### src/logic/rv32_pkg.sv
`default_nettype none

package rv32_pkg;

    // ========================================
    // Widths and basic types
    // ========================================
    localparam int unsigned XLEN       = 32;
    localparam int unsigned REG_ADDR_W = 5;
    localparam int unsigned SHAMT_W    = 5;

    typedef logic [XLEN-1:0]       word_t;
    typedef logic [31:0]           instr_t;
    typedef logic [REG_ADDR_W-1:0] reg_addr_t;

    // ALU operations, register and immediate forms share these
    typedef enum logic [3:0] {
        ALU_ADD,
        ALU_SUB,
        ALU_AND,
        ALU_OR,
        ALU_XOR,
        ALU_SLT,
        ALU_SLTU,
        ALU_SLL,
        ALU_SRL,
        ALU_SRA
    } alu_op_e;

    // Instruction classes the core executes
    typedef enum logic [2:0] {
        OPC_NOP,
        OPC_OP,
        OPC_OP_IMM,
        OPC_LUI,
        OPC_LOAD,
        OPC_STORE
    } opcode_e;

    // ========================================
    // Encodings
    // ========================================
    localparam logic [6:0] OPCODE_OP     = 7'b0110011;
    localparam logic [6:0] OPCODE_OP_IMM = 7'b0010011;
    localparam logic [6:0] OPCODE_LUI    = 7'b0110111;
    localparam logic [6:0] OPCODE_LOAD   = 7'b0000011;
    localparam logic [6:0] OPCODE_STORE  = 7'b0100011;

    localparam logic [2:0] F3_ADD_SUB = 3'b000;
    localparam logic [2:0] F3_SLL     = 3'b001;
    localparam logic [2:0] F3_SLT     = 3'b010;
    localparam logic [2:0] F3_SLTU    = 3'b011;
    localparam logic [2:0] F3_XOR     = 3'b100;
    localparam logic [2:0] F3_SRL_SRA = 3'b101;
    localparam logic [2:0] F3_OR      = 3'b110;
    localparam logic [2:0] F3_AND     = 3'b111;

    // ADDI x0, x0, 0
    localparam instr_t NOP_INSTR = 32'h0000_0013;
    localparam word_t  RESET_PC  = '0;

    // ========================================
    // Records between stages
    // ========================================
    // Address is a word address
    typedef struct packed {
        logic  en;
        word_t addr;
        word_t data;
    } mem_write_t;

    typedef struct packed {
        logic      valid;
        opcode_e   opcode;
        alu_op_e   alu_op;
        word_t     op_a;
        word_t     op_b;
        word_t     store_data;
        word_t     imm;
        reg_addr_t rd;
    } ex_ctrl_t;

    typedef struct packed {
        logic      valid;
        opcode_e   opcode;
        reg_addr_t rd;
        word_t     alu_result;
        word_t     imm;
    } ex_result_t;

    typedef struct packed {
        logic      en;
        reg_addr_t rd;
        word_t     value;
    } rf_write_t;

endpackage

`default_nettype wire

### src/logic/rv32_decode.sv
`timescale 1ns/100ps
`default_nettype none

module rv32_decode (
    input  logic                clk,
    input  logic                rst_n,
    input  rv32_pkg::instr_t    instr,
    input  logic                instr_valid,
    input  rv32_pkg::rf_write_t rf_write,
    output rv32_pkg::ex_ctrl_t  ex_ctrl
);

    // Instruction fields
    logic [6:0]          opcode_bits;
    logic [2:0]          funct3;
    logic                alt_op;
    rv32_pkg::reg_addr_t rs1;
    rv32_pkg::reg_addr_t rs2;
    rv32_pkg::reg_addr_t rd;
    logic [rv32_pkg::SHAMT_W-1:0] shamt;

    // Immediates
    rv32_pkg::word_t imm_i;
    rv32_pkg::word_t imm_s;
    rv32_pkg::word_t imm_u;
    rv32_pkg::word_t shamt_ext;

    // Decoded controls and operands
    rv32_pkg::opcode_e opcode;
    rv32_pkg::alu_op_e f3_op;
    rv32_pkg::alu_op_e alu_op;
    rv32_pkg::word_t   imm;
    rv32_pkg::word_t   op_b;
    rv32_pkg::word_t   rs1_data;
    rv32_pkg::word_t   rs2_data;

    // Register file, entry 0 never written
    rv32_pkg::word_t regs [32];

    // ========================================
    // Field split
    // ========================================
    assign opcode_bits = instr[6:0];
    assign rd          = instr[11:7];
    assign funct3      = instr[14:12];
    assign rs1         = instr[19:15];
    assign rs2         = instr[24:20];
    assign shamt       = instr[24:20];
    // Bit 30 selects SUB and SRA
    assign alt_op      = instr[30];

    assign imm_i     = {{20{instr[31]}}, instr[31:20]};
    assign imm_s     = {{20{instr[31]}}, instr[31:25], instr[11:7]};
    assign imm_u     = {instr[31:12], 12'b0};
    assign shamt_ext = {{(rv32_pkg::XLEN-rv32_pkg::SHAMT_W){1'b0}}, shamt};

    // funct3 to ALU operation, SUB only for register form
    always_comb begin
        case (funct3)
            rv32_pkg::F3_ADD_SUB: begin
                f3_op = (alt_op && opcode_bits == rv32_pkg::OPCODE_OP) ?
                        rv32_pkg::ALU_SUB : rv32_pkg::ALU_ADD;
            end
            rv32_pkg::F3_SLL:     f3_op = rv32_pkg::ALU_SLL;
            rv32_pkg::F3_SLT:     f3_op = rv32_pkg::ALU_SLT;
            rv32_pkg::F3_SLTU:    f3_op = rv32_pkg::ALU_SLTU;
            rv32_pkg::F3_XOR:     f3_op = rv32_pkg::ALU_XOR;
            rv32_pkg::F3_SRL_SRA: f3_op = alt_op ? rv32_pkg::ALU_SRA : rv32_pkg::ALU_SRL;
            rv32_pkg::F3_OR:      f3_op = rv32_pkg::ALU_OR;
            default:              f3_op = rv32_pkg::ALU_AND;
        endcase
    end

    // ========================================
    // Class decode and operand b select
    // ========================================
    always_comb begin
        // Unknown encodings fall back to NOP
        opcode = rv32_pkg::OPC_NOP;
        alu_op = rv32_pkg::ALU_ADD;
        imm    = imm_i;
        op_b   = imm_i;
        case (opcode_bits)
            rv32_pkg::OPCODE_OP: begin
                opcode = rv32_pkg::OPC_OP;
                alu_op = f3_op;
                op_b   = rs2_data;
            end
            rv32_pkg::OPCODE_OP_IMM: begin
                opcode = rv32_pkg::OPC_OP_IMM;
                alu_op = f3_op;
                // Shifts take the shift amount, not the full immediate
                if (funct3 == rv32_pkg::F3_SLL || funct3 == rv32_pkg::F3_SRL_SRA) begin
                    op_b = shamt_ext;
                end
            end
            rv32_pkg::OPCODE_LUI: begin
                opcode = rv32_pkg::OPC_LUI;
                imm    = imm_u;
                op_b   = imm_u;
            end
            rv32_pkg::OPCODE_LOAD: begin
                opcode = rv32_pkg::OPC_LOAD;
            end
            rv32_pkg::OPCODE_STORE: begin
                opcode = rv32_pkg::OPC_STORE;
                imm    = imm_s;
                op_b   = imm_s;
            end
            default: begin
                opcode = rv32_pkg::OPC_NOP;
            end
        endcase
    end

    // ========================================
    // Register file
    // ========================================
    always_ff @(posedge clk) begin
        if (rf_write.en && rf_write.rd != '0) begin
            regs[rf_write.rd] <= rf_write.value;
        end
    end

    // x0 reads zero
    assign rs1_data = (rs1 == '0) ? '0 : regs[rs1];
    assign rs2_data = (rs2 == '0) ? '0 : regs[rs2];

    // Decode-to-execute register, control part
    always_ff @(posedge clk) begin
        if (!rst_n) begin
            ex_ctrl.valid  <= 1'b0;
            ex_ctrl.opcode <= rv32_pkg::OPC_NOP;
        end else begin
            ex_ctrl.valid  <= instr_valid;
            ex_ctrl.opcode <= opcode;
        end
    end

    // Payload part
    always_ff @(posedge clk) begin
        ex_ctrl.alu_op     <= alu_op;
        ex_ctrl.op_a       <= rs1_data;
        ex_ctrl.op_b       <= op_b;
        ex_ctrl.store_data <= rs2_data;
        ex_ctrl.imm        <= imm;
        ex_ctrl.rd         <= rd;
    end

endmodule

`default_nettype wire

### config.mk
export PLATFORM = sky130hd
export DESIGN_NAME = rv32_decode
export DESIGN_NICKNAME = d
export VERILOG_FILES = /design/src/logic/rv32_pkg.sv /design/src/logic/rv32_decode.sv
export SDC_FILE = /design/constraint.sdc
export NUM_CORES = 1
export LEC_CHECK = 0
export BUFFER_PORTS_ARGS = -buffer_cell sky130_fd_sc_hd__buf_2
export CAP_MARGIN = 20
export CORE_ASPECT_RATIO = 0.75
export CORE_MARGIN = 8
export CORE_UTILIZATION = 25
export CTS_CLUSTER_SIZE = 16
export DETAILED_ROUTE_END_ITERATION = 8
export PLACE_DENSITY_LB_ADDON = 0.08
export SLEW_MARGIN = 25
export SYNTH_ARGS = -nofsm -noshare
export SYNTH_HDL_FRONTEND = slang
export SYNTH_SLANG_ARGS = --single-unit
### constraint.sdc
create_clock -name clk -period 4 [get_ports clk]
set_input_delay 0.8 -clock clk [delete_from_list [all_inputs] [get_ports clk]]
set_output_delay 0.8 -clock clk [all_outputs]
set_load 0.1 [all_outputs]
# Word level (Yosys, flattened, before mapping)
# Memory sizes are Yosys's and may differ from the RTL's. A register that Yosys moved wholly into a read port is not among the register bits.
# Cells that the tools add are included.
# word_totals
reg_bits,109
latchBits,0
ramBits,1024
romBits,0
out_inout_bits,141
n_memories,1
# memory_table
memory,words,word_bits,read_ports,rd_ports_with_merged_regs,write_ports,line,text
regs,32,32,2,1,1,rv32_decode.sv:38,rv32_pkg::word_t regs [32];
# classes
add_sub_neg,0
mul,0
n_div,0
n_lt_le_gt_ge,0
n_eq_ne,11
n_shift,0
mux,10
n_bitwise,0
n_reduce_logical,8
# op_table
cell,count
$pmux 32 s4,1
$mux 32,2
$pmux 31 s2,1
$pmux 4 s7,1
$eq 7x6->1 const B,3
$pmux 3 s5,1
$logic_not 5->1,2
$eq 3x3->1 const B,3
$eq 7x2->1 const B,1
$eq 7x5->1 const B,1
$eq 3x2->1 const B,2
$reduce_bool 5->1,1
$mux 1,4
$eq 3x1->1 const B,1
$logic_not 3->1,1
$logic_and 1x1->1,2
$reduce_or 2->1,1
$logic_or 1x1->1,1

# Depth between registers and ports, before layout
# depth
word_depth,4
ltp_mapped,10
ltp_nobuf,5

# Worst setup path before layout
# OpenSTA, ideal clock, no wires.
# synth_timing
path_kind,input to register
from,input rf_write[33] (netlist name)
to,memory regs[28][0] (netlist name) (enable)
setup_time_ps,421
arrival_ps,2621
required_ps,3579
setup_slack_ps,958
stages,3
path_cell_list,or2_2 -> clkbuf_1 -> nor2_1
# synth_via
elab_chain_cells,4
# synth_rtl
item,line,text
from (decl),rv32_decode.sv:9,"input rv32_pkg::rf_write_t rf_write,"
$reduce_bool 5->1,rv32_decode.sv:120,if (rf_write.en && rf_write.rd != '0) begin
$logic_and 1x1->1,rv32_decode.sv:120,
$mux 1,rv32_decode.sv:120,
$mux 1 (implied by the code),rv32_decode.sv:121,regs[rf_write.rd] <= rf_write.value;
to (decl),rv32_decode.sv:38,
# Parallel ways exist; a longest one is shown, timed or not.

# Worst setup path in the final report
# layout_timing
from,input instr[20]
to,register ex_ctrl[73] (netlist name)
# layout_via
elab_chain_cells,3
word_cells_on_any_way,4
cone_classes,2 x mux; 1 x reduce/logical; 1 x memory
# layout_rtl
item,line,text
from (decl),rv32_decode.sv:7,"input rv32_pkg::instr_t instr,"
$mem_v2 32x32 or $logic_not 5->1 (tied branches),-,
$mux 32 (*),rv32_decode.sv:127,assign rs2_data = (rs2 == '0) ? '0 : regs[rs2];
$pmux 32 s4 (*),rv32_decode.sv:83,case (opcode_bits)
net op_b[4],rv32_decode.sv:33,rv32_pkg::word_t op_b;
to (decl),rv32_decode.sv:10,output rv32_pkg::ex_ctrl_t ex_ctrl
# Mark *: on every way through the listed nets, which the timed path passes. The rest lies on a longest branch.
# A chain may end at the register's enable or synchronous reset.

==> impl_metrics.yaml <==
run:
  cap_violations: 0
floorplanning:
  die_area_um2: 218300
  die-width_um: 536.9
  io_pins: 214
  die_y_um: 406.7
  start_util_pct: 25.14
  core_um2: 202400
  rows: 143
setup_path:
  required_ps: 4630
  crit_type: "in -> reg"
  critical_path.max_fanout: 39
  arrival_ps: 3570
  crit_path_end_kind: "flop"
  cp-start-kind: "input port"
sta:
  maxSlewViolCount: 0
  finalSetupTns_ps: 0
  finalCriticalPeriod_ps: 2941
  skew_ps: 28.92
  fmax_ghz: 0.3401
  setup_violations: 0
  hold_viol: 0
  max_slew_margin_pct: 22.86
  tightest_slew_ps: 1145
  rsz0062_at_grt: "false"
  post-route-period-util_pct: 73.51
detailed_routing:
  ant_nets: 0
  routed-wl-met2_um: 93990
  avgRoutedWirePerCell_um: 36.34
  wl_met3_um: 11490
  avgViaCountPerCell: 5.147
  firstDrtPassIters: 6
  wl_met1_um: 99150
  highest_layer: "met5"
  dr.first_iter.drc_count: 3236
  postRouteWirelength_um: 208600
  num_vias: 29540
  drc: 0
layout:
  layout.cells.non_filler: 5739
  nets: 3012
  n_fill_cell: 19560
  area_delta_synth_final_pct: 20.38
  fin_area_um2: 61240
  drive_above_1_share_pct: 37.67
clock_tree:
  post_cts_buffers: 0
  clock-root-buffer: "clkbuf_16"
  cts_sinks: 1165
  cts_max_level: 4
  cts_resized: 0
  cts_buffers: 137
  clock_latency_ps: 780
  ctsHoldBuffers: 0
  clockBufferDepth: 3
  clkTransAtPathRegs_ps: 60
  cts_tree: "built"
pwr:
  p_per_area_nw_per_um2: 491.3
  ir_drop_mv: 0.3785
  p_leak_nw: 20.07
  total_power_mw: 30.09
logic_synthesis:
  ys_seq_area_share_pct: 65.99
  synth_ff_type: "edfxtp_1"
  synth_edf_count: 1024
  synthCells: 2590
  synth_cell_types: 50
  yosysWarnings: 0
  synthTopCellsByArea: "edfxtp_1 (60%), mux4_2 (22%), dfxtp_1 (5.5%)"
  ys_ff_latch: 1165
  async_flop_share_pct: 0
  synth_commonest_cells: "edfxtp_1 (1,024), mux4_2 (507), dfxtp_1 (141), nand2_1 (124), nor2_1 (114)"
  syn_area_um2: 50880
  synth_area_per_cell_um2: 19.64
  yosys.area.top_type: "edfxtp_1"
  synth_top_area_share_pct: 60.44
  yosysMostFrequentCell: "edfxtp_1"
grt:
  antenna_found_initial: 29
  grt_overflow: 0
  grt_pass1_wl_um: 282300
  track_usage_pct: 18.83
  grt_pass1_vias: 30760
  grt_max_degree: 51
placement:
  place_area_um2: 56580
  portBuffers: 213
  dp_hpwl_um: 126200
  place_inst: 5482
  gp_congestion: 0.7587
outcome:
  outcome: "finished clean"
hold_path:
  hold_path_class: "in -> reg"
-- state kept, by name (all words and copies together) (netlist names) --
| name | count |
|---|---|
| regs | 1024 |
| ex_ctrl | 141 |
-- worst max-delay path, cell delays in order --
cell and delay, ps:
buf_8 440, buf_4 350, mux4_2 520, a22o_1 230, a2111oi_0 870, a41o_1 220
o21ai_1 80
-- cells in the final DEF (no fill, tap or decap), types with 20 or more instances in the layout --
cell type	synthesis	layout
o221ai_1	29	29
o21ai_1	44	44
inv_1	35	35
buf_4	27	110
clkbuf_1	99	31
a41o_1	20	20
mux4_2	507	507
edfxtp_1	1024	1024
clkinv_1	0	20
buf_2	29	205
a22oi_1	49	49
dfxtp_1	141	141
o211ai_1	20	20
a211oi_1	31	31
nand2_1	124	124
nor2_1	114	81
nor2_4	0	32
clkbuf_16	0	144
a22o_1	35	35
mux2i_1	106	106
buf_12	1	59
conb_1	1	32
-- per-layer routing --
metal / vias to the layer above / GRT usage [%]
li1: 11660 / -
met1: 16510 / 27.89
met2: 1119 / 29.17
met3: 238 / 3.214
met4: 8 / 3.702
met5: - / 0
-- power breakdown --
| part | switching [mW] | total [mW] | internal, mW |
|---|---|---|---|
| clock | 5.34 | 13.0 | 7.69 |
| sequential | 0.190 | 13.7 | 13.5 |
| combinational | 2.37 | 3.37 | 0.999 |
-- final cells by class --
cell class / instances / area, um2 / share of cell area, %
repair buffers: 380 / 3112 / 5.081
flip-flops and latches: 1165 / 33570 / 54.82
inverters: 35 / 131.4 / 0.2145
well taps: 2682 / 3356 / 5.479
clock buffers: 186 / 3871 / 6.321
multi-input cells: 1220 / 16400 / 26.79
clock inverters: 67 / 787.0 / 1.285
diodes: 4 / 10.01 / 0.01634
-- metrics by stage --
step	hold slack, ps	setup WS [ps]	util (%)
2_1_floorplan	771.2	958.2	-
3_3_place_gp	879.9	235.5	27.96
3_5_place_dp	887.3	254.4	27.96
4_1_cts	81.05	1093	30.26
5_1_grt	93.35	994.6	30.26
6_report	150.3	1059	30.26
-- logic make-up after synthesis --
kind of cell / after synthesis / synth area share, %
buf+inv: 236 / 2.521
mux: 642 / 25.29
xor+xnor: 1 / 0.01722
compound gates: 266 / 3.873
simple gates: 279 / 2.304
other cells: 1 / 0.007371
flops: 1165 / 65.99
-- final timing paths --
| check | depth (start not counted) | from | slack (ps) | to |
|---|---|---|---|---|
| setup / recovery | 7 | instr[20] | 1060 | ex_ctrl[73] |
| hold / removal | 1 | instr[10] | 150 | ex_ctrl[3] |
| setup reg to reg | 5 | regs[31][16] | 1540 | ex_ctrl[85] |
| hold reg to reg | 5 | regs[5][12] | 910 | ex_ctrl[49] |
Note: power is estimated with default switching activity, not from simulation.
