<file path="src/logic/rv32_pkg.sv">
`default_nettype none

package rv32_pkg;

    // ========================================
    // Widths and basic types
    // ========================================
    localparam int unsigned XLEN       = 32;
    localparam int unsigned REG_ADDR_W = 5;
    localparam int unsigned SHAMT_W    = 5;

    typedef logic [XLEN-1:0]       word_t;
    typedef logic [31:0]           instr_t;
    typedef logic [REG_ADDR_W-1:0] reg_addr_t;

    // ALU operations, register and immediate forms share these
    typedef enum logic [3:0] {
        ALU_ADD,
        ALU_SUB,
        ALU_AND,
        ALU_OR,
        ALU_XOR,
        ALU_SLT,
        ALU_SLTU,
        ALU_SLL,
        ALU_SRL,
        ALU_SRA
    } alu_op_e;

    // Instruction classes the core executes
    typedef enum logic [2:0] {
        OPC_NOP,
        OPC_OP,
        OPC_OP_IMM,
        OPC_LUI,
        OPC_LOAD,
        OPC_STORE
    } opcode_e;

    // ========================================
    // Encodings
    // ========================================
    localparam logic [6:0] OPCODE_OP     = 7'b0110011;
    localparam logic [6:0] OPCODE_OP_IMM = 7'b0010011;
    localparam logic [6:0] OPCODE_LUI    = 7'b0110111;
    localparam logic [6:0] OPCODE_LOAD   = 7'b0000011;
    localparam logic [6:0] OPCODE_STORE  = 7'b0100011;

    localparam logic [2:0] F3_ADD_SUB = 3'b000;
    localparam logic [2:0] F3_SLL     = 3'b001;
    localparam logic [2:0] F3_SLT     = 3'b010;
    localparam logic [2:0] F3_SLTU    = 3'b011;
    localparam logic [2:0] F3_XOR     = 3'b100;
    localparam logic [2:0] F3_SRL_SRA = 3'b101;
    localparam logic [2:0] F3_OR      = 3'b110;
    localparam logic [2:0] F3_AND     = 3'b111;

    // ADDI x0, x0, 0
    localparam instr_t NOP_INSTR = 32'h0000_0013;
    localparam word_t  RESET_PC  = '0;

    // ========================================
    // Records between stages
    // ========================================
    // Address is a word address
    typedef struct packed {
        logic  en;
        word_t addr;
        word_t data;
    } mem_write_t;

    typedef struct packed {
        logic      valid;
        opcode_e   opcode;
        alu_op_e   alu_op;
        word_t     op_a;
        word_t     op_b;
        word_t     store_data;
        word_t     imm;
        reg_addr_t rd;
    } ex_ctrl_t;

    typedef struct packed {
        logic      valid;
        opcode_e   opcode;
        reg_addr_t rd;
        word_t     alu_result;
        word_t     imm;
    } ex_result_t;

    typedef struct packed {
        logic      en;
        reg_addr_t rd;
        word_t     value;
    } rf_write_t;

endpackage

`default_nettype wire

</file>
<file path="src/logic/rv32_alu.sv">
`timescale 1ns/100ps
`default_nettype none

module rv32_alu (
    input  rv32_pkg::ex_ctrl_t   ex_ctrl,
    input  logic                 clk,
    input  logic                 rst_n,
    output rv32_pkg::ex_result_t result,
    output rv32_pkg::word_t      addr
);

    rv32_pkg::word_t alu_out;
    logic [rv32_pkg::SHAMT_W-1:0] sh;

    // Shifts use the low five bits of operand b
    assign sh = ex_ctrl.op_b[rv32_pkg::SHAMT_W-1:0];

    always_comb begin
        case (ex_ctrl.alu_op)
            rv32_pkg::ALU_SUB:  alu_out = ex_ctrl.op_a - ex_ctrl.op_b;
            rv32_pkg::ALU_AND:  alu_out = ex_ctrl.op_a & ex_ctrl.op_b;
            rv32_pkg::ALU_OR:   alu_out = ex_ctrl.op_a | ex_ctrl.op_b;
            rv32_pkg::ALU_XOR:  alu_out = ex_ctrl.op_a ^ ex_ctrl.op_b;
            rv32_pkg::ALU_SLT:  alu_out = {31'b0, $signed(ex_ctrl.op_a) < $signed(ex_ctrl.op_b)};
            rv32_pkg::ALU_SLTU: alu_out = {31'b0, ex_ctrl.op_a < ex_ctrl.op_b};
            rv32_pkg::ALU_SLL:  alu_out = ex_ctrl.op_a << sh;
            rv32_pkg::ALU_SRL:  alu_out = ex_ctrl.op_a >> sh;
            rv32_pkg::ALU_SRA:  alu_out = $unsigned($signed(ex_ctrl.op_a) >>> sh);
            // ADD, also the load and store address
            default:            alu_out = ex_ctrl.op_a + ex_ctrl.op_b;
        endcase
    end

    // Data RAM address goes out in the same cycle
    assign addr = alu_out;

    // Result record, control part
    always_ff @(posedge clk) begin
        if (!rst_n) begin
            result.valid  <= 1'b0;
            result.opcode <= rv32_pkg::OPC_NOP;
        end else begin
            result.valid  <= ex_ctrl.valid;
            result.opcode <= ex_ctrl.opcode;
        end
    end

    always_ff @(posedge clk) begin
        result.rd         <= ex_ctrl.rd;
        result.alu_result <= alu_out;
        result.imm        <= ex_ctrl.imm;
    end

endmodule

`default_nettype wire

</file>
<file path="config.mk">
export PLATFORM = sky130hd
export DESIGN_NAME = rv32_alu
export DESIGN_NICKNAME = d
export VERILOG_FILES = /design/src/logic/rv32_pkg.sv /design/src/logic/rv32_alu.sv
export SDC_FILE = /design/constraint.sdc
export NUM_CORES = 1
export LEC_CHECK = 0
export ABC_AREA = 1
export BUFFER_PORTS_ARGS = -buffer_cell sky130_fd_sc_hd__buf_2
export CAP_MARGIN = 20
export CELL_PAD_IN_SITES_DETAIL_PLACEMENT = 1
export CELL_PAD_IN_SITES_GLOBAL_PLACEMENT = 1
export CORE_MARGIN = 4
export CORE_UTILIZATION = 40
export DETAILED_ROUTE_END_ITERATION = 8
export PLACE_DENSITY_LB_ADDON = 0.1
export SYNTH_ARGS = -nofsm -noshare
export SYNTH_HDL_FRONTEND = slang
export SYNTH_SLANG_ARGS = --single-unit
</file>
<file path="constraint.sdc">
create_clock -name clk -period 7.2 [get_ports clk]
set_input_delay 0.72 -clock clk [delete_from_list [all_inputs] [get_ports clk]]
set_output_delay 0.72 -clock clk [all_outputs]
set_load 0.02 [all_outputs]
</file>
### Word level (Yosys, flattened, before mapping)

Cells that the tools add are included.

* equal/unequal tests: 9
* shifts and indexed selects: 3
* add/sub/neg operators: 2
* multiply operators: 0
* multiplexer cells: 1
* $lt $le $gt $ge: 2
* bitwise operators: 3
* reduce and logical (&&, ||, !) cells: 0
* div/mod/pow operators: 0

Operators by type and width (count)
* one-hot mux 32 bit (9 select lines): 1
* < comparator 32 bit: 2
* adder 32 bit: 1
* bitwise AND 32 bit: 1
* bitwise OR 32 bit: 1
* << shifter 32 x 5 -> 32 bit: 1
* >> shifter 32 x 5 -> 32 bit: 1
* >>> shifter 32 x 5 -> 32 bit: 1
* subtractor 32 bit: 1
* bitwise XOR 32 bit: 1
* == test 4 x 3 -> 1 bit, second input constant: 4
* == test 4 x 2 -> 1 bit, second input constant: 2
* == test 4 bit, second input constant: 2
* == test 4 x 1 -> 1 bit, second input constant: 1

* bits in latches: 0
* input bits: 143
* RAM bits: 0
* output and inout bits: 105
* ROM bits: 0
* memories: 0
* bits in registers: 73
* logic and storage cells: 25

### Logic depth before layout (Yosys ltp)

* depth after elaboration: 2
* depth in mapped cells: 18
* mapped depth without buffers: 16

### Worst setup path after synthesis

No wires, ideal clock.

* kind: in2out
* start point: input port ex_ctrl[72] in the netlist's numbering
* end point: output port addr[10]
* arrival time: 2958 ps
* required time: 6480 ps
* stages: 16
* path buffers: 4
* setup slack: 3522 ps
* path through: buf_2 > inv_1 > buf_2 > buf_1 > ha_1 > buf_2 > o21ai_0 > nand2_1 > nand3_1 > nand2_1 > nand2_1 > nand2_1 > nand3_1 > nand2_1 > a21oi_1 > nand3_1

* longest elaborated chain between the ends: 2
* elaborated cells on any way between the ends: 6
* those cells by class: add/sub: 2; shift: 3; mux: 1

RTL lines
* start, declared: line rv32_alu.sv:5 `input rv32_pkg::ex_ctrl_t ex_ctrl,`
* adder 32 bit (tied with other cells): line rv32_alu.sv:30 `default: alu_out = ex_ctrl.op_a + ex_ctrl.op_b;`
* one-hot mux 32 bit (9 select lines) *: line rv32_alu.sv:19 `case (ex_ctrl.alu_op)`
* end, declared: line rv32_alu.sv:9 `output rv32_pkg::word_t addr`

Mark *: on every way between the ends. The rest lies on a longest branch, timed or not.

### Worst setup path in the final report

* start point: input port ex_ctrl[69] in the netlist's numbering
* end point: output port addr[14]

Same word-level chain as after synthesis.

==> out/results.md <==
| Parameter | This run |
| --- | --- |
| Largest registers | result (73) |
| CTS tree | yes |
| Initial Util | 41.1% |
| Average via count per standard cell | 5.94 |
| Number of slew-limit violations in the final report | 0 |
| Max capacitance violation total | 0 |
| Syn nets | 2,296 |
| Fraction of final layout cells with drive strength greater than 1 | 11.8% |
| RSZ-0062 raised after global routing | no |
| Core Area | 27,200 um2 |
| Post-CTS resize count | 0 |
| Clock-pin transition on the worst setup and hold timing paths | 0.08 ns |
| Cell count after synthesis | 2,054 |
| Setup violation total in the final timing report | 0 |
| Final cycle utilization of the critical path | 65.9% |
| Largest family of logic cells by synthesized area | simple AND/OR/NAND/NOR gates |
| H-tree depth reported by CTS | 3 |
| Vias in the first global route | 14,700 |
| Maximum number of pins on one net before global-route repair | 70 |
| GR Util All Layers | 38.1% |
| Post-synthesis mux area share | 0.0896% |
| Clock power frac | 24.5% |
| Cell leakage power | 6.91 nW |
| Number of ports placed on the die boundary | 248 |
| Final net count | 2,442 |
| Final routed wirelength across all metal layers | 61,100 um |
| Total of buffers placed on input and output ports | 215 |
| Global placer's final weighted congestion | 1.02 |
| Largest driver fanout on the critical path | 46 |
| Top cell by count, worst path | sky130_fd_sc_hd__nand2_1 |
| Register with the most flip-flops | result |
| Post-synthesis sequential element count | 73 |
| Sequential cell fraction of total power | 23.4% |
| Wire length of the first global-routing pass | 90,000 um |
| Growth of design area from synthesis to finish | 13.1% |
| Distinct cell type count after synthesis | 42 |
| Portion of the post-synthesis area used by sequential elements | 13.1% |
| Cts bufs inserted | 9 |
| Vertical die dimension | 175 um |
| Rel. slew slack | 21.6% |
| Setup Total Neg Slack | 0 ns |
| Number of rows created at floorplan | 60 |
| Half-perimeter wire length after placement | 50,100 um |
| Die width | 175 um |
| Adder and majority cell fraction of the synthesized area | 11.2% |
| Maximum ir drop on the vdd rail | 140 uV |
| Worst Max-Slew Pin Slew | 1.17 ns |
| Switching power total | 0.000986 W |
| Total die area | 30,700 um2 |
| DRT antenna net count | 0 |
| Power density over the cells | 155 nW/um2 |
| DRC violations left | 0 |
| Series of cell instances along the critical path | buf_2, ha_1, inv_1, fa_1, inv_1, nand3_1, nand3_1, nand2_1, nand2_1, nand2_1, nand2_1, a21oi_1, o21ai_0, nand4_1, buf_2 |
| Design internal power | 0.000970 W |
| Wire per inst | 23.7 um |
| Mean cell area of the mapped netlist | 5.44 um2 |
| GRT Residual Overflow | 0 |
| Status | finished, final reports clean |
| Vias | 15,300 |
| Required time of the worst setup path | 6.48 ns |
| Combinational share of power | 52.1% |
| Sink Count | 73 |
| FMAX | 211 MHz |
| Root Buffer Master | sky130_fd_sc_hd__clkbuf_16 |
| Number of fillers in the final layout | 4,074 |
| Setup crit end kind | primary output |
| Data arrival time of the critical path | 4.03 ns |
| Type of the setup path with the least slack | primary input to primary output |
| Worst Hold Depth | 1 |
| Post-CTS setup buffers | 0 |
| Post-synthesis share of cell area spent on and, or, nand and nor gates | 46.9% |
| Iteration-0 DRC count of the detailed router | 1,731 |
| Final critical-path required period | 4.75 ns |
| Worst setup SP type | primary input |
| Antenna violations before repair | 0 |
| Number of hold buffers added after CTS | 0 |
| Net switching share of the total power | 50.4% |
| Fraction of the core area covered by cells at the end of the flow | 46.5% |
| Diodes inserted | 0 |
| Largest stage delay on the critical path | 0.72 ns |
| Count of TritonRoute iterations in the first routing pass | 5 |
| Number of flip-flops under the largest register name | 73 |
| Slowest cell on crit path | sky130_fd_sc_hd__buf_2 |
| Number of hold violations in the final report | 0 |
| Area of the mapped netlist | 11,200 um2 |
| Hold WC Path Type | primary input to flop |
| Max Root-Sink Buffers | 2 |
| Warnings from Yosys | 0 |
| Post-synthesis compound-gate area fraction | 15.1% |
| Post-Synth XOR/XNOR Area | 0.706% |
[cell type report]
class,instances,area (um2),share of cell area (%)
repair buffers,228,1170,9.29
clock inverters,7,58.8,0.465
inverters,261,982,7.77
multi-input cells,1627,8270,65.4
flip-flops and latches,73,1460,11.6
well taps,372,465,3.68
clock buffers,9,225,1.78
[cells in the mapped netlist]
cell type	instances	area, um2
sky130_fd_sc_hd__o22ai_1	22	138
sky130_fd_sc_hd__nor2_1	152	571
sky130_fd_sc_hd__nand2_1	636	2390
sky130_fd_sc_hd__a221oi_1	2	17.5
sky130_fd_sc_hd__a31oi_1	7	43.8
sky130_fd_sc_hd__and2_1	9	56.3
sky130_fd_sc_hd__o221ai_1	7	61.3
sky130_fd_sc_hd__and3_1	3	18.8
sky130_fd_sc_hd__o21bai_1	13	97.6
sky130_fd_sc_hd__buf_1	14	52.6
sky130_fd_sc_hd__nand4_1	44	275
sky130_fd_sc_hd__nand3b_1	4	30.0
sky130_fd_sc_hd__fa_1	2	40.0
sky130_fd_sc_hd__a21boi_0	1	7.51
sky130_fd_sc_hd__inv_1	253	950
sky130_fd_sc_hd__nor2_4	2	22.5
sky130_fd_sc_hd__nor2_2	4	25.0
sky130_fd_sc_hd__nor3_1	20	100
sky130_fd_sc_hd__buf_2	58	290
sky130_fd_sc_hd__nor3_2	1	10.0
sky130_fd_sc_hd__a21o_1	1	7.51
sky130_fd_sc_hd__a21oi_1	114	571
sky130_fd_sc_hd__o21ai_1	6	30.0
sky130_fd_sc_hd__a211oi_1	8	60.1
sky130_fd_sc_hd__dfxtp_1	73	1460
sky130_fd_sc_hd__clkbuf_1	13	48.8
sky130_fd_sc_hd__o21a_1	7	52.6
sky130_fd_sc_hd__o21ai_0	88	440
sky130_fd_sc_hd__ha_1	97	1210
sky130_fd_sc_hd__inv_4	1	6.26
sky130_fd_sc_hd__nor4_1	4	25.0
sky130_fd_sc_hd__o211ai_1	19	143
sky130_fd_sc_hd__a21boi_1	1	7.51
sky130_fd_sc_hd__inv_2	6	22.5
sky130_fd_sc_hd__xor2_1	9	78.8
sky130_fd_sc_hd__buf_6	2	22.5
sky130_fd_sc_hd__buf_4	6	45.0
sky130_fd_sc_hd__o211ai_2	1	12.5
sky130_fd_sc_hd__nand3_1	341	1710
sky130_fd_sc_hd__clkinv_1	1	3.75
sky130_fd_sc_hd__mux2i_1	1	10.0
sky130_fd_sc_hd__nand2_2	1	6.26
[layout by cell type (no fill, tap or decap), types with 5 or more instances in the layout]
cell | Yosys | final
sky130_fd_sc_hd__a21oi_1 | 114 | 114
sky130_fd_sc_hd__nor3_1 | 20 | 20
sky130_fd_sc_hd__a211oi_1 | 8 | 8
sky130_fd_sc_hd__inv_1 | 253 | 252
sky130_fd_sc_hd__nand3_1 | 341 | 341
sky130_fd_sc_hd__xor2_1 | 9 | 9
sky130_fd_sc_hd__ha_1 | 97 | 97
sky130_fd_sc_hd__nand2_1 | 636 | 635
sky130_fd_sc_hd__a31oi_1 | 7 | 7
sky130_fd_sc_hd__nor2_1 | 152 | 152
sky130_fd_sc_hd__o221ai_1 | 7 | 7
sky130_fd_sc_hd__o21bai_1 | 13 | 13
sky130_fd_sc_hd__o211ai_1 | 19 | 19
sky130_fd_sc_hd__nand4_1 | 44 | 44
sky130_fd_sc_hd__and2_1 | 9 | 9
sky130_fd_sc_hd__clkbuf_16 | 0 | 9
sky130_fd_sc_hd__o21ai_0 | 88 | 88
sky130_fd_sc_hd__o21ai_1 | 6 | 6
sky130_fd_sc_hd__buf_4 | 6 | 13
sky130_fd_sc_hd__o21a_1 | 7 | 7
sky130_fd_sc_hd__inv_6 | 0 | 5
sky130_fd_sc_hd__buf_2 | 58 | 215
sky130_fd_sc_hd__o22ai_1 | 22 | 22
sky130_fd_sc_hd__dfxtp_1 | 73 | 73
sky130_fd_sc_hd__inv_2 | 6 | 6
[worst max-delay path: cells and delay by family]
family | cells | cell delay (ns)
AOI/OAI and AO/OA | 2 | 0.22
buffers and inverters | 4 | 1.18
and+or+nand+nor | 7 | 1.11
adders and majority gates | 2 | 0.81
[worst paths after layout]
path	from	to	slack, ns
max	ex_ctrl[69]	addr[14]	2.45
min	ex_ctrl[6]	result[1]	0.46
[cells by family (layout without fill, tap and decap cells)]
kind of cell,Yosys count,after routing
DFF,73,73
and+or+nand+nor,1221,1221
xor gates and xnor gates,9,9
muxes,1,1
AOI/OAI and AO/OA,297,297
adders and majority gates,99,99
buffers and inverters,354,505
[per-layer routing]
layer,up-vias,wire length (um),track usage (%)
li1,7027,-,-
met1,7326,25100,50.5
met2,806,27400,61.2
met3,149,5580,6.21
met4,0,2990,16.2
met5,-,0,0
[per-stage QoR]
stage	hold slack (ns)	setup slack, ns	cell area (um2)	instances	total power, W
finish	0.457	2.45	12600	2577	0.00196
global route	0.451	2.25	12600	2577	0.00206
CTS	0.455	2.59	12600	2577	0.00194
detailed placement	0.824	2.60	12400	2561	0.00145
global placement	0.823	2.72	12400	2561	0.00143
floorplan	0.748	3.52	11200	2054	0.00109
[power by group through the flow]
stage	clock network (W)	registers (W)	logic [W]
2_1_floorplan	0	0.000529	0.000564
3_3_place_gp	0	0.000466	0.000965
3_5_place_dp	0	0.000468	0.000987
4_1_cts	0.000484	0.000459	0.000992
5_1_grt	0.000499	0.000464	0.00109
6_report	0.000479	0.000458	0.00102
No activity file was read; power rests on OpenSTA's default activity.
