## config.mk

```make
export PLATFORM = sky130hd
export DESIGN_NAME = rv32_writeback
export DESIGN_NICKNAME = d
export VERILOG_FILES = /design/src/logic/rv32_pkg.sv /design/src/logic/rv32_writeback.sv
export SDC_FILE = /design/constraint.sdc
export NUM_CORES = 1
export LEC_CHECK = 0
export BUFFER_PORTS_ARGS = -buffer_cell sky130_fd_sc_hd__buf_2
export CORE_MARGIN = 1
export CORE_UTILIZATION = 35
export CTS_CLUSTER_SIZE = 24
export DETAILED_ROUTE_END_ITERATION = 16
export PLACE_DENSITY = 0.79
export SLEW_MARGIN = 0
export SYNTH_ARGS = -nofsm -noshare
export SYNTH_HDL_FRONTEND = slang
export SYNTH_SLANG_ARGS = --single-unit
```

## constraint.sdc

```tcl
create_clock -name clk -period 1.2 [get_ports clk]
set_input_delay 0.18 -clock clk [delete_from_list [all_inputs] [get_ports clk]]
set_output_delay 0.18 -clock clk [all_outputs]
set_load 0.02 [all_outputs]
```

## src/logic/rv32_pkg.sv

```systemverilog
`default_nettype none

package rv32_pkg;

    // ========================================
    // Widths and basic types
    // ========================================
    localparam int unsigned XLEN       = 32;
    localparam int unsigned REG_ADDR_W = 5;
    localparam int unsigned SHAMT_W    = 5;

    typedef logic [XLEN-1:0]       word_t;
    typedef logic [31:0]           instr_t;
    typedef logic [REG_ADDR_W-1:0] reg_addr_t;

    // ALU operations, register and immediate forms share these
    typedef enum logic [3:0] {
        ALU_ADD,
        ALU_SUB,
        ALU_AND,
        ALU_OR,
        ALU_XOR,
        ALU_SLT,
        ALU_SLTU,
        ALU_SLL,
        ALU_SRL,
        ALU_SRA
    } alu_op_e;

    // Instruction classes the core executes
    typedef enum logic [2:0] {
        OPC_NOP,
        OPC_OP,
        OPC_OP_IMM,
        OPC_LUI,
        OPC_LOAD,
        OPC_STORE
    } opcode_e;

    // ========================================
    // Encodings
    // ========================================
    localparam logic [6:0] OPCODE_OP     = 7'b0110011;
    localparam logic [6:0] OPCODE_OP_IMM = 7'b0010011;
    localparam logic [6:0] OPCODE_LUI    = 7'b0110111;
    localparam logic [6:0] OPCODE_LOAD   = 7'b0000011;
    localparam logic [6:0] OPCODE_STORE  = 7'b0100011;

    localparam logic [2:0] F3_ADD_SUB = 3'b000;
    localparam logic [2:0] F3_SLL     = 3'b001;
    localparam logic [2:0] F3_SLT     = 3'b010;
    localparam logic [2:0] F3_SLTU    = 3'b011;
    localparam logic [2:0] F3_XOR     = 3'b100;
    localparam logic [2:0] F3_SRL_SRA = 3'b101;
    localparam logic [2:0] F3_OR      = 3'b110;
    localparam logic [2:0] F3_AND     = 3'b111;

    // ADDI x0, x0, 0
    localparam instr_t NOP_INSTR = 32'h0000_0013;
    localparam word_t  RESET_PC  = '0;

    // ========================================
    // Records between stages
    // ========================================
    // Address is a word address
    typedef struct packed {
        logic  en;
        word_t addr;
        word_t data;
    } mem_write_t;

    typedef struct packed {
        logic      valid;
        opcode_e   opcode;
        alu_op_e   alu_op;
        word_t     op_a;
        word_t     op_b;
        word_t     store_data;
        word_t     imm;
        reg_addr_t rd;
    } ex_ctrl_t;

    typedef struct packed {
        logic      valid;
        opcode_e   opcode;
        reg_addr_t rd;
        word_t     alu_result;
        word_t     imm;
    } ex_result_t;

    typedef struct packed {
        logic      en;
        reg_addr_t rd;
        word_t     value;
    } rf_write_t;

endpackage

`default_nettype wire

```

## src/logic/rv32_writeback.sv

```systemverilog
`timescale 1ns/100ps
`default_nettype none

module rv32_writeback (
    input  logic                 clk,
    input  logic                 rst_n,
    input  rv32_pkg::ex_result_t result,
    input  rv32_pkg::word_t      load_data,
    output rv32_pkg::rf_write_t  rf_write
);

    rv32_pkg::word_t wb_value;
    logic            wb_en;

    // Result source by instruction class
    always_comb begin
        case (result.opcode)
            rv32_pkg::OPC_LUI:  wb_value = result.imm;
            rv32_pkg::OPC_LOAD: wb_value = load_data;
            default:            wb_value = result.alu_result;
        endcase
    end

    // Stores, bubbles and x0 targets do not write
    assign wb_en = result.valid
                && result.opcode != rv32_pkg::OPC_STORE
                && result.opcode != rv32_pkg::OPC_NOP
                && result.rd != '0;

    always_ff @(posedge clk) begin
        if (!rst_n) begin
            rf_write.en <= 1'b0;
        end else begin
            rf_write.en <= wb_en;
        end
    end

    // Value and target register
    always_ff @(posedge clk) begin
        rf_write.rd    <= result.rd;
        rf_write.value <= wb_value;
    end

endmodule

`default_nettype wire

```

Word-level counts from Yosys, hierarchy flattened
Cells that the tools add are included.
- equal/unequal tests: 3
- mux-type cells: 1
- reduce and logical (&&, ||, !) cells: 5
- operators by type and width (kind ; count):
    case mux 32 bit (2 select lines) ; 1
    nonzero test 5 bit ; 1
    == test 3 x 2 -> 1 bit (second input constant) ; 1
    == test 3 bit (second input constant) ; 1
    logical AND 1 bit ; 3
    inequality test 3 bit (second input constant) ; 1
    nonzero test 3 bit ; 1
- flip-flop bits (word level): 38
- bits of input ports: 107
- output and inout port bits: 38
- logic and storage cells: 12

Depth between registers and ports, before layout
Gate-level depths: netlist of the first run.
- word-level depth: 4
- depth in mapped cells: 5
- depth with buffers taken out: 3

Worst setup path before layout of the first run
No wires, ideal clock.
- path kind: input port to flip-flop
- start point: input port result[70] in the netlist's numbering
- end point: register rf_write[0] in the netlist's numbering
- arrival: 0.926 ns
- data required time: 1.086 ns
- slack: 0.160 ns
- stages on the path: 4
- path buffers: 1
- cells stage by stage: nor3b_4 -> nor2_4 -> buf_6 -> a21o_1
- word-level cells in the longest chain between the ends: 2
- elaborated cells between the ends (all ways): 3
- those cells by class: eq/ne (2); mux (1)
- ends and longest elaborated chain (what ; RTL line ; text):
    start: declaration ; rv32_writeback.sv:7 ; input rv32_pkg::ex_result_t result,
    == test 3 bit / == test 3 x 2 -> 1 bit (equally long branches) ; rv32_writeback.sv:17 ; case (result.opcode)
    case mux 32 bit (2 select lines) (*) ; rv32_writeback.sv:17 ;
    net wb_value[0] ; rv32_writeback.sv:12 ; rv32_pkg::word_t wb_value;
    end: declaration ; rv32_writeback.sv:9 ; output rv32_pkg::rf_write_t rf_write
Mark *: on every way through the listed nets, which the timed path passes. The rest lies on a longest branch.
A chain may end at the register's enable or synchronous reset.

Final worst setup path of the first run
- start point: input port result[69] in the netlist's numbering
- end point: register rf_write[24] in the netlist's numbering
The elaborated chain is that of the path after synthesis.

==> results.txt, run 1 <==
- For this run, the slowest stage of the critical path takes 560 ps.
- Detail-routed net length per standard cell: 13.0 µm
* Placed insts: 311
- Htree depth: 2
- Synthesis produced 120 cells.
- Hold Crit Class: input port to flop
- Post-Route WL: 4.18 mm
- In this run the standard cell core region covers 0.00400 mm².
- Counting flops and latches in the post-synthesis netlist gives 38.
- Maximum clock frequency: 927 MHz
- Clk Tree Root Cell: clkbuf_8
- The smallest clock period supported by the final layout is computed as 1080 ps.
* Routing usage on met2: 36.2%
- Final max-slew violation count: 0
* Post-CTS setup-driven buffer insertion count: 0
- Using the TritonRoute via totals, the vias-per-cell ratio works out to 4.75.
- The floorplan step set the die width to 66.8 µm.
- Setup slack on the critical path of the routed design comes to 121 ps.
- The final layout contains 378 nets.
- In this run the most used layer during global routing was met2.
- TritonCTS clock tree: yes
* Met1 layer usage reported by global route: 18.8%
* PwrDens: 1270 mW/mm²
* Standard cell with the maximum stage delay on the critical path: nor2_4
- Detailed placement HPWL: 3.26 mm
- The post-route netlist has 60.3% of its cells at a drive strength greater than 1.
* Vert. Die Dim: 66.8 µm
* Crit-path cells: buf_2 > and3b_1 > nor2_4 > a21o_2
- Area enclosed by the die boundary: 0.00446 mm²
* Sequential element share of the synthesized area: 51.8%
- Static Leak: 1.37 nW
- Together, buffers and inverters on the worst path number 1.
* Hold path start: result[64]
- Data required, critical path: 1430 ps
* Crit Path Class: input port to flop
- In this run the core area contains 23 standard-cell rows.
- Setup violations remaining at the end of the flow were counted as 0.
* Result of the run: finished clean
* Max-capacitance violation count: 0
- Count of input and output buffers: 144
- Number of distinct library cells after synthesis: 14
- Antenna diodes: 0
- The register with the most flip-flops in the final layout is rf_write.
* Finished Core Util: 58.1%
* Slew at the pin closest to its max-slew limit: 706 ps
- Entering global routing, the biggest net connects 33 pins.
- Post-Synthesis Mean Instance Area: 12.2 µm²
- In this run the worst path has a maximum fanout of 32.
* Filler Cell Count: 363
* Synthesis-to-layout area growth: 58.4%
- In this run, the number of DRC markers left after iteration 0 of detailed routing was 50.
- Startpoint class of the critical path: input port
- Number of antenna violations at the first check in global routing: 0
- VDD sags by at most 0.731 mV.
- The clock passes through at most 2 buffers.
* I/O pin count: 145
- The worst setup path is captured at a flop.
- After global routing the overflow that remains totals 0.
- The number of hold violations in the final report came to 0.
* Number of iterations in the first detailed-routing pass: 4
- After detailed routing, the number of remaining DRC violations is 0.
- Setup repair after global routing left no endpoint under its margin.
- Final Wtd Congestion: 0.704
* YS warnings: 0
* Number of global-route vias before repair: 1493
- Post-Place Setup Slack: -204 ps
* Clock-pin transition on the worst setup and hold timing paths: 70 ps
* Clock sink total: 38
* Startpoint of the most critical setup path: result[69]
- Grouping stages by cell kind, the critical path spends the most delay in simple AND/OR/NAND/NOR gates.
- Synthesis produced a netlist with a net count of 227.
* Cell area after synthesis: 0.00147 mm²
* M3 GR Usage: 8.56%
* Number of flip-flops under the largest register name: 38
* Total Negative Setup Slacks: 0 ps
* Final standard cell count with taps included and fillers excluded: 322
* Pwr Total: 2.95 mW
- Total number of vias: 1531
* Registers with the highest flip-flop counts: rf_write x38
- Remaining antenna violation count: 0
- The initial utilization of the core area, before any placement, comes to 36.7%.
- Clock tree synthesis inserted a total of 5 buffers.
* GR Util All Layers: 19.7%
* Data arrival, critical path: 1310 ps
- Measured against its own limit, the worst slew margin works out to 52.8%.
* Global-route wire length before repair: 6.33 mm
* Ratio of final minimum period to clock period: 89.9%
placed cells by master, fill, tap and decap left out, drive strengths merged:
| cell | count |
|---|---|
| clkbuf | 7 |
| nor2 | 2 |
| buf | 151 |
| xor2 | 1 |
| clkinv | 1 |
| a21oi | 1 |
| dlygate4sd3 | 3 |
| a21o | 32 |
| nor3 | 1 |
| dfxtp | 38 |
| and3b | 1 |
| a22o | 32 |
| nor3b | 1 |
| o211ai | 1 |
layer usage:
layer	routed length [µm]	part of all wire [%]
met4	46	1.1
met2	2210	53
met5	0	0
met3	406	9.7
met1	1510	36
area by class of cell:
type	instances	area, µm²	area share, %
clock buffers	7	86.3	3.71
clock inverters	1	5.00	0.215
multi-input cells	72	594	25.6
flip-flops and latches	38	761	32.7
well taps	50	62.6	2.69
repair buffers	154	816	35.1
synth_stat cells, drive strengths merged:
cell,count,area [µm²]
nor3b,1,18.8
dfxtp,38,761
a21o,32,243
a21oi,1,5.00
and3b,1,8.76
a22o,32,283
o211ai,1,7.51
xor2,1,8.76
buf,10,113
nor3,1,5.00
nor2,2,15.0
where the power goes:
group	switching [mW]	internal [mW]	total, mW
sequential	0.0226	1.38	1.40
combinational	0.341	0.327	0.668
clock	0.419	0.463	0.882
total	0.783	2.17	2.95
logic make-up after synthesis:
group	Yosys count	synth area share (%)
xor+xnor	1	0.597
compound gates	66	36.7
flops	38	51.8
simple gates	5	3.24
buf+inv	10	7.67
repair_timing:
| action | in CTS | in global routing |
|---|---|---|
| resized for setup | 0 | 0 |
| hold buffers | 1 | 2 |
| endpoints found under the hold margin | 1 | 2 |
final timing paths:
check,endpoint,cells after the start
hold / removal,rf_write[32],1
setup / recovery,rf_write[24],4
stage by stage:
stage / cell area [µm²] / hold WS (ps)
3_5_place_dp: 2200 / 302
4_1_cts: 2300 / 1.28
5_1_grt: 2320 / 0.302
6_report: 2320 / 14.0
3_3_place_gp: 2200 / 303
2_1_floorplan: 1470 / 208
Power figures use the tool's default switching activity.
==> run 2, diff against run 1 <==
- ABC_AREA: default -> 1
- CORE_UTILIZATION: 35 -> 41
- PLACE_DENSITY: 0.79 -> default
- PLACE_DENSITY_LB_ADDON: default -> 0.3
==> results.txt, run 2 <==
- Data arrival, critical path: 780 ps
- Of all nets on the critical path, the largest fanout is 1.
* CP delay by family, top: flip-flops
* Fraction of layout instances using a drive strength above 1: 48.0%
- Using the TritonRoute via totals, the vias-per-cell ratio works out to 4.85.
- Max-capacitance violation count: 0
- The worst path uses 80.2% of the clock period.
* Register bank with the most flops: rf_write
- Synth cell count leaders: nand2_1 (69), dfxtp_1 (38), inv_1 (35), nand3_1 (35), nand4_1 (32)
- The pre-antenna-repair detailed-routing pass consisted of 4 iterations.
- Synthesized netlist net count: 378
* Area enclosed by the die boundary: 0.00533 mm²
* PwrDens: 1100 mW/mm²
- The number of antenna violations at the first check in global routing came to 0.
* Total number of vias: 2358
- Gr busiest metal: met2
* Crit-path cells: buf_2
- Counting both buffers and inverters, the worst setup path holds a total of 1.
- The worst-case IR drop observed on VDD is 0.513 mV.
- Overall power consumption after layout is estimated at 3.33 mW.
- Overflow after GRT: 0
- In the layout the commonest cells are buf_2 (144), nand2_1 (69), dfxtp_1 (38).
- In the final layout, the registers with the most flip-flops are rf_write x38.
- Share of synthesized flip-flops with an asynchronous set or reset: 0%
- TritonCTS clock tree: yes
- Final Wtd Congestion: 0.773
* Clock tree buffer depth: 2
- The total count of max-transition violations in the final report is 0.
- Die width: 73.0 µm
- Slew at the pin closest to its max-slew limit: 293 ps
- The worst hold path belongs to the class input port to flop.
- Number of distinct library cells after synthesis: 13
- Startpoint of the most critical setup path: rf_write[25]
- The synthesized netlist occupies a cell area of 0.00207 mm².
- Sequential element share of the synthesized area: 36.8%
* Most frequently used cell type in the post-synthesis netlist: nand2_1
* Delay of the slowest cell on the worst path: 330 ps
- Data required, critical path: 1020 ps
- Max-slew headroom: 80.4%
- After floorplanning, the core was sized to cover 0.00479 mm².
- Count of input and output buffers: 144
- The number of hold violations in the final report came to 0.
- After clock tree synthesis, the clock-pin slew on the worst setup and hold paths is 80 ps.
* Final min period: 963 ps
- In this run the mean area of a mapped cell was 7.62 µm².
* Count of cells resized by post-cts repair: 0
* Htree depth: 2
* Synthesis-to-layout area growth: 46.2%
* Number of flops mapped to enable cells by yosys: 0
- STA classifies the critical path endpoint as an output pin.
- The detail route stage leaves a number of antenna-violating nets equal to 0.
- The net count of the finished layout is 525.
* Number of global-route vias before repair: 2159
- DRC violation count after routing: 0
- The tree is rooted in a clkbuf_8.
- Standard cell with the maximum stage delay on the critical path: dfxtp_1
- For this design, the sink count on the clock tree is 38.
* Finished Core Util: 63.1%
- Setup violations remaining at the end of the flow were counted as 0.
* Largest net degree at the start of global routing: 27
- Maximum clock frequency: 1040 MHz
- Ranking of synthesized cells by area: dfxtp_1 (37%), nand3_2 (15%), nand2_1 (13%)
- Yosys printed 0 warnings.
* M3 GR Usage: 5.80%
* Startpoint class of the critical path: flop
* Cell type contributing the most total cell area after synthesis: dfxtp_1
- In this run the most critical hold path is launched from result[56].
- After detailed routing, the average wire length per cell comes to 12.2 µm.
- I/O pin count: 145
- In this run, synthesis produced a sequential element count of 38.
- In this run, the number of DRC markers left after iteration 0 of detailed routing was 68.
- The run finished with clean final reports.
- Total Negative Setup Slacks: 0 ps
- Initial Util: 43.2%
- In this run the vertical extent of the chip is 73.0 µm.
- Number of flip-flops under the largest register name: 38
- Number of placement rows: 25
- Met1 layer usage reported by global route: 25.1%
- Leading cell type in the layout, fill and taps excluded: buf_2
* Post-Route WL: 5.91 mm
* Detailed placement HPWL: 4.38 mm
* GR Util All Layers: 22.8%
* Antenna diodes: 0
- Area share of the leading cell type in the synthesized netlist: 36.8%
* Most common flop cell mapped by yosys: dfxtp_1
* Routing usage on met2: 42.6%
- Summed over all cells, the static leakage comes to 1.75 nW.
- Counting every instance in the synthesized netlist gives 271.
- TritonCTS created 5 clock buffers.
- The first global-routing pass estimated 9.36 mm of wire.
* RSZ-0062 raised after global routing: false
- Crit Path Class: flop to output pin
==> run 2: cells by family after synthesis <==
| group | share of synthesized area (%) |
|---|---|
| simple gates | 48.0 |
| buf+inv | 15.2 |
| flops | 36.8 |
==> run 2: worst paths after layout <==
kind | end | depth (start not counted) | slack [ps]
setup / recovery | rf_write[25] | 1 | 240
hold / removal | rf_write[24] | 3 | 110
==> run 2: layout make-up <==
cell class              instances  area [µm²]
repair buffers                164         933
multi-input cells             173         991
clock buffers                   5        68.8
flip-flops and latches         38         761
well taps                      67        83.8
clock inverters                 3        45.0
fillers                       451        1770
inverters                      36         138
==> run 2: power breakdown <==
| part | internal (mW) | leakage, nW | switching, mW |
|---|---|---|---|
| Clock | 0.618 | 0.0504 | 0.477 |
| Sequential | 1.38 | 0.320 | 0.0246 |
| Combinational | 0.359 | 1.38 | 0.480 |
==> run 2: worst min-delay path, cell delays in order <==
cell	delay, ps
buf_2	70
nand3_1	60
nand2_1	60
==> run 2: metal layers <==
metal | vias up | part of all wire [%] | routed length, µm
li1 | 1179 | - | -
met1 | 1048 | 39 | 2290
met2 | 123 | 52 | 3060
met3 | 8 | 8.3 | 489
met4 | 0 | 1.3 | 78
met5 | - | 0 | 0
==> run 2: metrics by stage <==
stage / setup slack (ps) / area, µm² / instances / hold slack [ps]
5_1_grt: 188 / 3020 / 486 / 115
4_1_cts: 216 / 3020 / 486 / 101
6_report: 237 / 3020 / 486 / 109
3_3_place_gp: 149 / 2860 / 473 / 297
3_5_place_dp: 137 / 2860 / 473 / 299
2_1_floorplan: 299 / 2070 / 271 / 208
==> run 2: repair_timing <==
item                      4_1_cts  5_1_grt
buffers inserted                0        0
hold buffers                    5        0
hold endpoints to repair        5        0
==> run 3, diff against run 2 <==
- CORE_UTILIZATION: 41 -> 37
- clock period: 1.2 -> 0.8 ns (I/O delays scaled with it)
==> results.txt, run 3 (same netlist as run 2, synthesis figures left out) <==
* Number of flip-flops under the largest register name: 38
* RSZ-0062 raised after global routing: true
- Number of placement rows: 26
* Startpoint class of the critical path: flop
- GR Util All Layers: 21.6%
- In the routed design, unresolved DRC markers number 0.
- The total count of max-transition violations in the final report came to 0.
* Slew at the pin closest to its max-slew limit: 215 ps
- The largest registers in the layout are rf_write x38.
- The die is 76.7 µm wide.
- Number of stages on the worst setup path: 1
* Leading cell type in the layout, fill and taps excluded: buf_2
* Placed insts: 479
* PwrDens: 1570 mW/mm²
- In the post-route analysis, the smallest setup slack over all paths is -55.3 ps.
- For hold timing, the worst endpoint is rf_write[30].
- In the final layout, the share of cells above drive strength 1 is 57.6%.
- Post-Route WL: 6.26 mm
- Number of endpoints failing setup at the final stage: 38
- The first global-routing pass estimated 10.2 mm of wire.
* Largest net degree at the start of global routing: 26
* Number of iterations in the first detailed-routing pass: 4
- The area growth from synthesis to layout is 63.4%.
- Measured along the y axis, the die boundary spans 76.7 µm.
- The via count of the first global-routing pass is 2317.
* Initial Util: 39.4%
- Walking the worst path, the cells encountered are buf_6.
- Worst Path Buf+Inv: 1
* Max-capacitance violation count: 0
* Result of the run: finished, violations left
* Core footprint: 0.00524 mm²
- The congestion estimate from routability-driven global placement came to 0.813.
* Number of antenna violations at the first check in global routing: 0
* Clock-pin transition on the worst setup and hold timing paths: 80 ps
* Final min period: 855 ps
- 0 antenna diodes ended up in the layout.
- The final route contains 2326 vias.
- Delay of the slowest cell on the worst path: 340 ps
- Using the TritonRoute via totals, the vias-per-cell ratio works out to 4.73.
- Register bank with the most flops: rf_write
- CTS built an H-tree with a depth of 2.
- Clock sink total: 38
- Net total in the final layout: 528
- Overflow after GRT: 0
- Number of buffers created by CTS: 5
* Hold path start: result[62]
- The detailed router finished its first iteration with 74 violations.
- TritonCTS built the clock tree.
* Static Leak: 1.86 nW
- The critical path is of the flop to output pin type.
* Startpoint of the most critical setup path: rf_write[2]
* Final standard cell count with taps included and fillers excluded: 492
* Hold Crit Class: input port to flop
* Worst hold path cell count: 3
- No sink is reached through more buffers than the 2 on the longest clock path.
* Top library cells by usage in the layout, fill and taps aside: buf_2 (106), nand2_1 (69), buf_6 (38), dfxtp_2 (38)
- Worst hold margin: 57.7 ps
- At the worst endpoint, the required time is 680 ps.
- During I/O placement, the number of pins put on the boundary was 145.
- Data arrival, critical path: 740 ps
- The floorplan step defined a die boundary enclosing 0.00589 mm².
- Max-slew headroom: 85.7%
* CP delay by family, top: flip-flops
* Standard cell with the maximum stage delay on the critical path: dfxtp_2
- Critical path endpoint category: output pin
- Hold Vio Cnt, Final: 0
* Max IR drop VDD: 1.04 mV
- In the final routed layout, each cell accounts on average for 12.7 µm.
- The final reports fail on setup timing.
- Along the worst path, the maximum fanout reaches 1.
* Count of input and output buffers: 144
- Maximum clock frequency: 1170 MHz
- Clk Tree Root Cell: clkbuf_8
- Detailed placement ended at an HPWL of 4.46 mm.
* Ratio of final minimum period to clock period: 107%
- In this run the remaining antenna-violating nets after routing total 0.
-- run 3: changes by cell type in the layout (fill, tap and decap cells not counted), sizes merged --
cell,delta
buf,+3
clkinv,+2
clkinvlp,-2
-- run 3: repair_timing --
| item | CTS | global route |
|---|---|---|
| gates resized for setup | 114 | 1 |
| hold buffers | 5 | 0 |
| setup buffers | 0 | 0 |
| hold endpoints to repair | 5 | 0 |
| setup endpoints to repair | 38 | 39 |
-- run 3: where the power goes --
part	total, mW	switching, mW	leakage (nW)	internal [mW]
combinational	1.51	0.739	1.48	0.769
sequential	2.18	0.0822	0.322	2.10
clock	1.60	0.678	0.0579	0.918
total	5.29	1.50	1.86	3.79
-- run 3: area by class of cell --
| class | count | area (µm²) |
|---|---|---|
| fill | 448 | 1860 |
| timing repair buffer | 167 | 1230 |
| multi-input combinational | 173 | 1000 |
| sequential | 38 | 808 |
| inverter | 36 | 138 |
| tap | 70 | 87.6 |
| clock buffer | 5 | 68.8 |
| clock inverter | 3 | 40.0 |
-- run 3: through the flow --
step / area, µm² / TNS, ps / setup slack [ps] / total power [mW] / util [%]
finish: 3370 / -1710 / -55.3 / 5.29 / 64.4
global route: 3370 / -2610 / -79.4 / 5.53 / 64.4
CTS: 3370 / -2080 / -62.8 / 5.31 / 64.4
detailed placement: 2930 / -4930 / -167 / 3.43 / 55.9
global placement: 2930 / -4370 / -152 / 3.41 / 55.9
floorplan: 2110 / -1030 / -34.4 / 2.87 / -
-- run 3: worst max-delay path by stage --
stage / endpoint
after floorplan: rf_write[0]
after global placement: rf_write[24]
after detailed placement: rf_write[24]
after CTS: rf_write[34]
after global routing: rf_write[2]
final: rf_write[2]
-- run 3: per-layer routing --
layer	global-route usage [%]	vias up	wire, µm
met2	38.1	95	3270
li1	-	1187	-
met3	5.00	12	367
met1	25.0	1032	2490
met5	0	-	0
met4	8.27	0	126
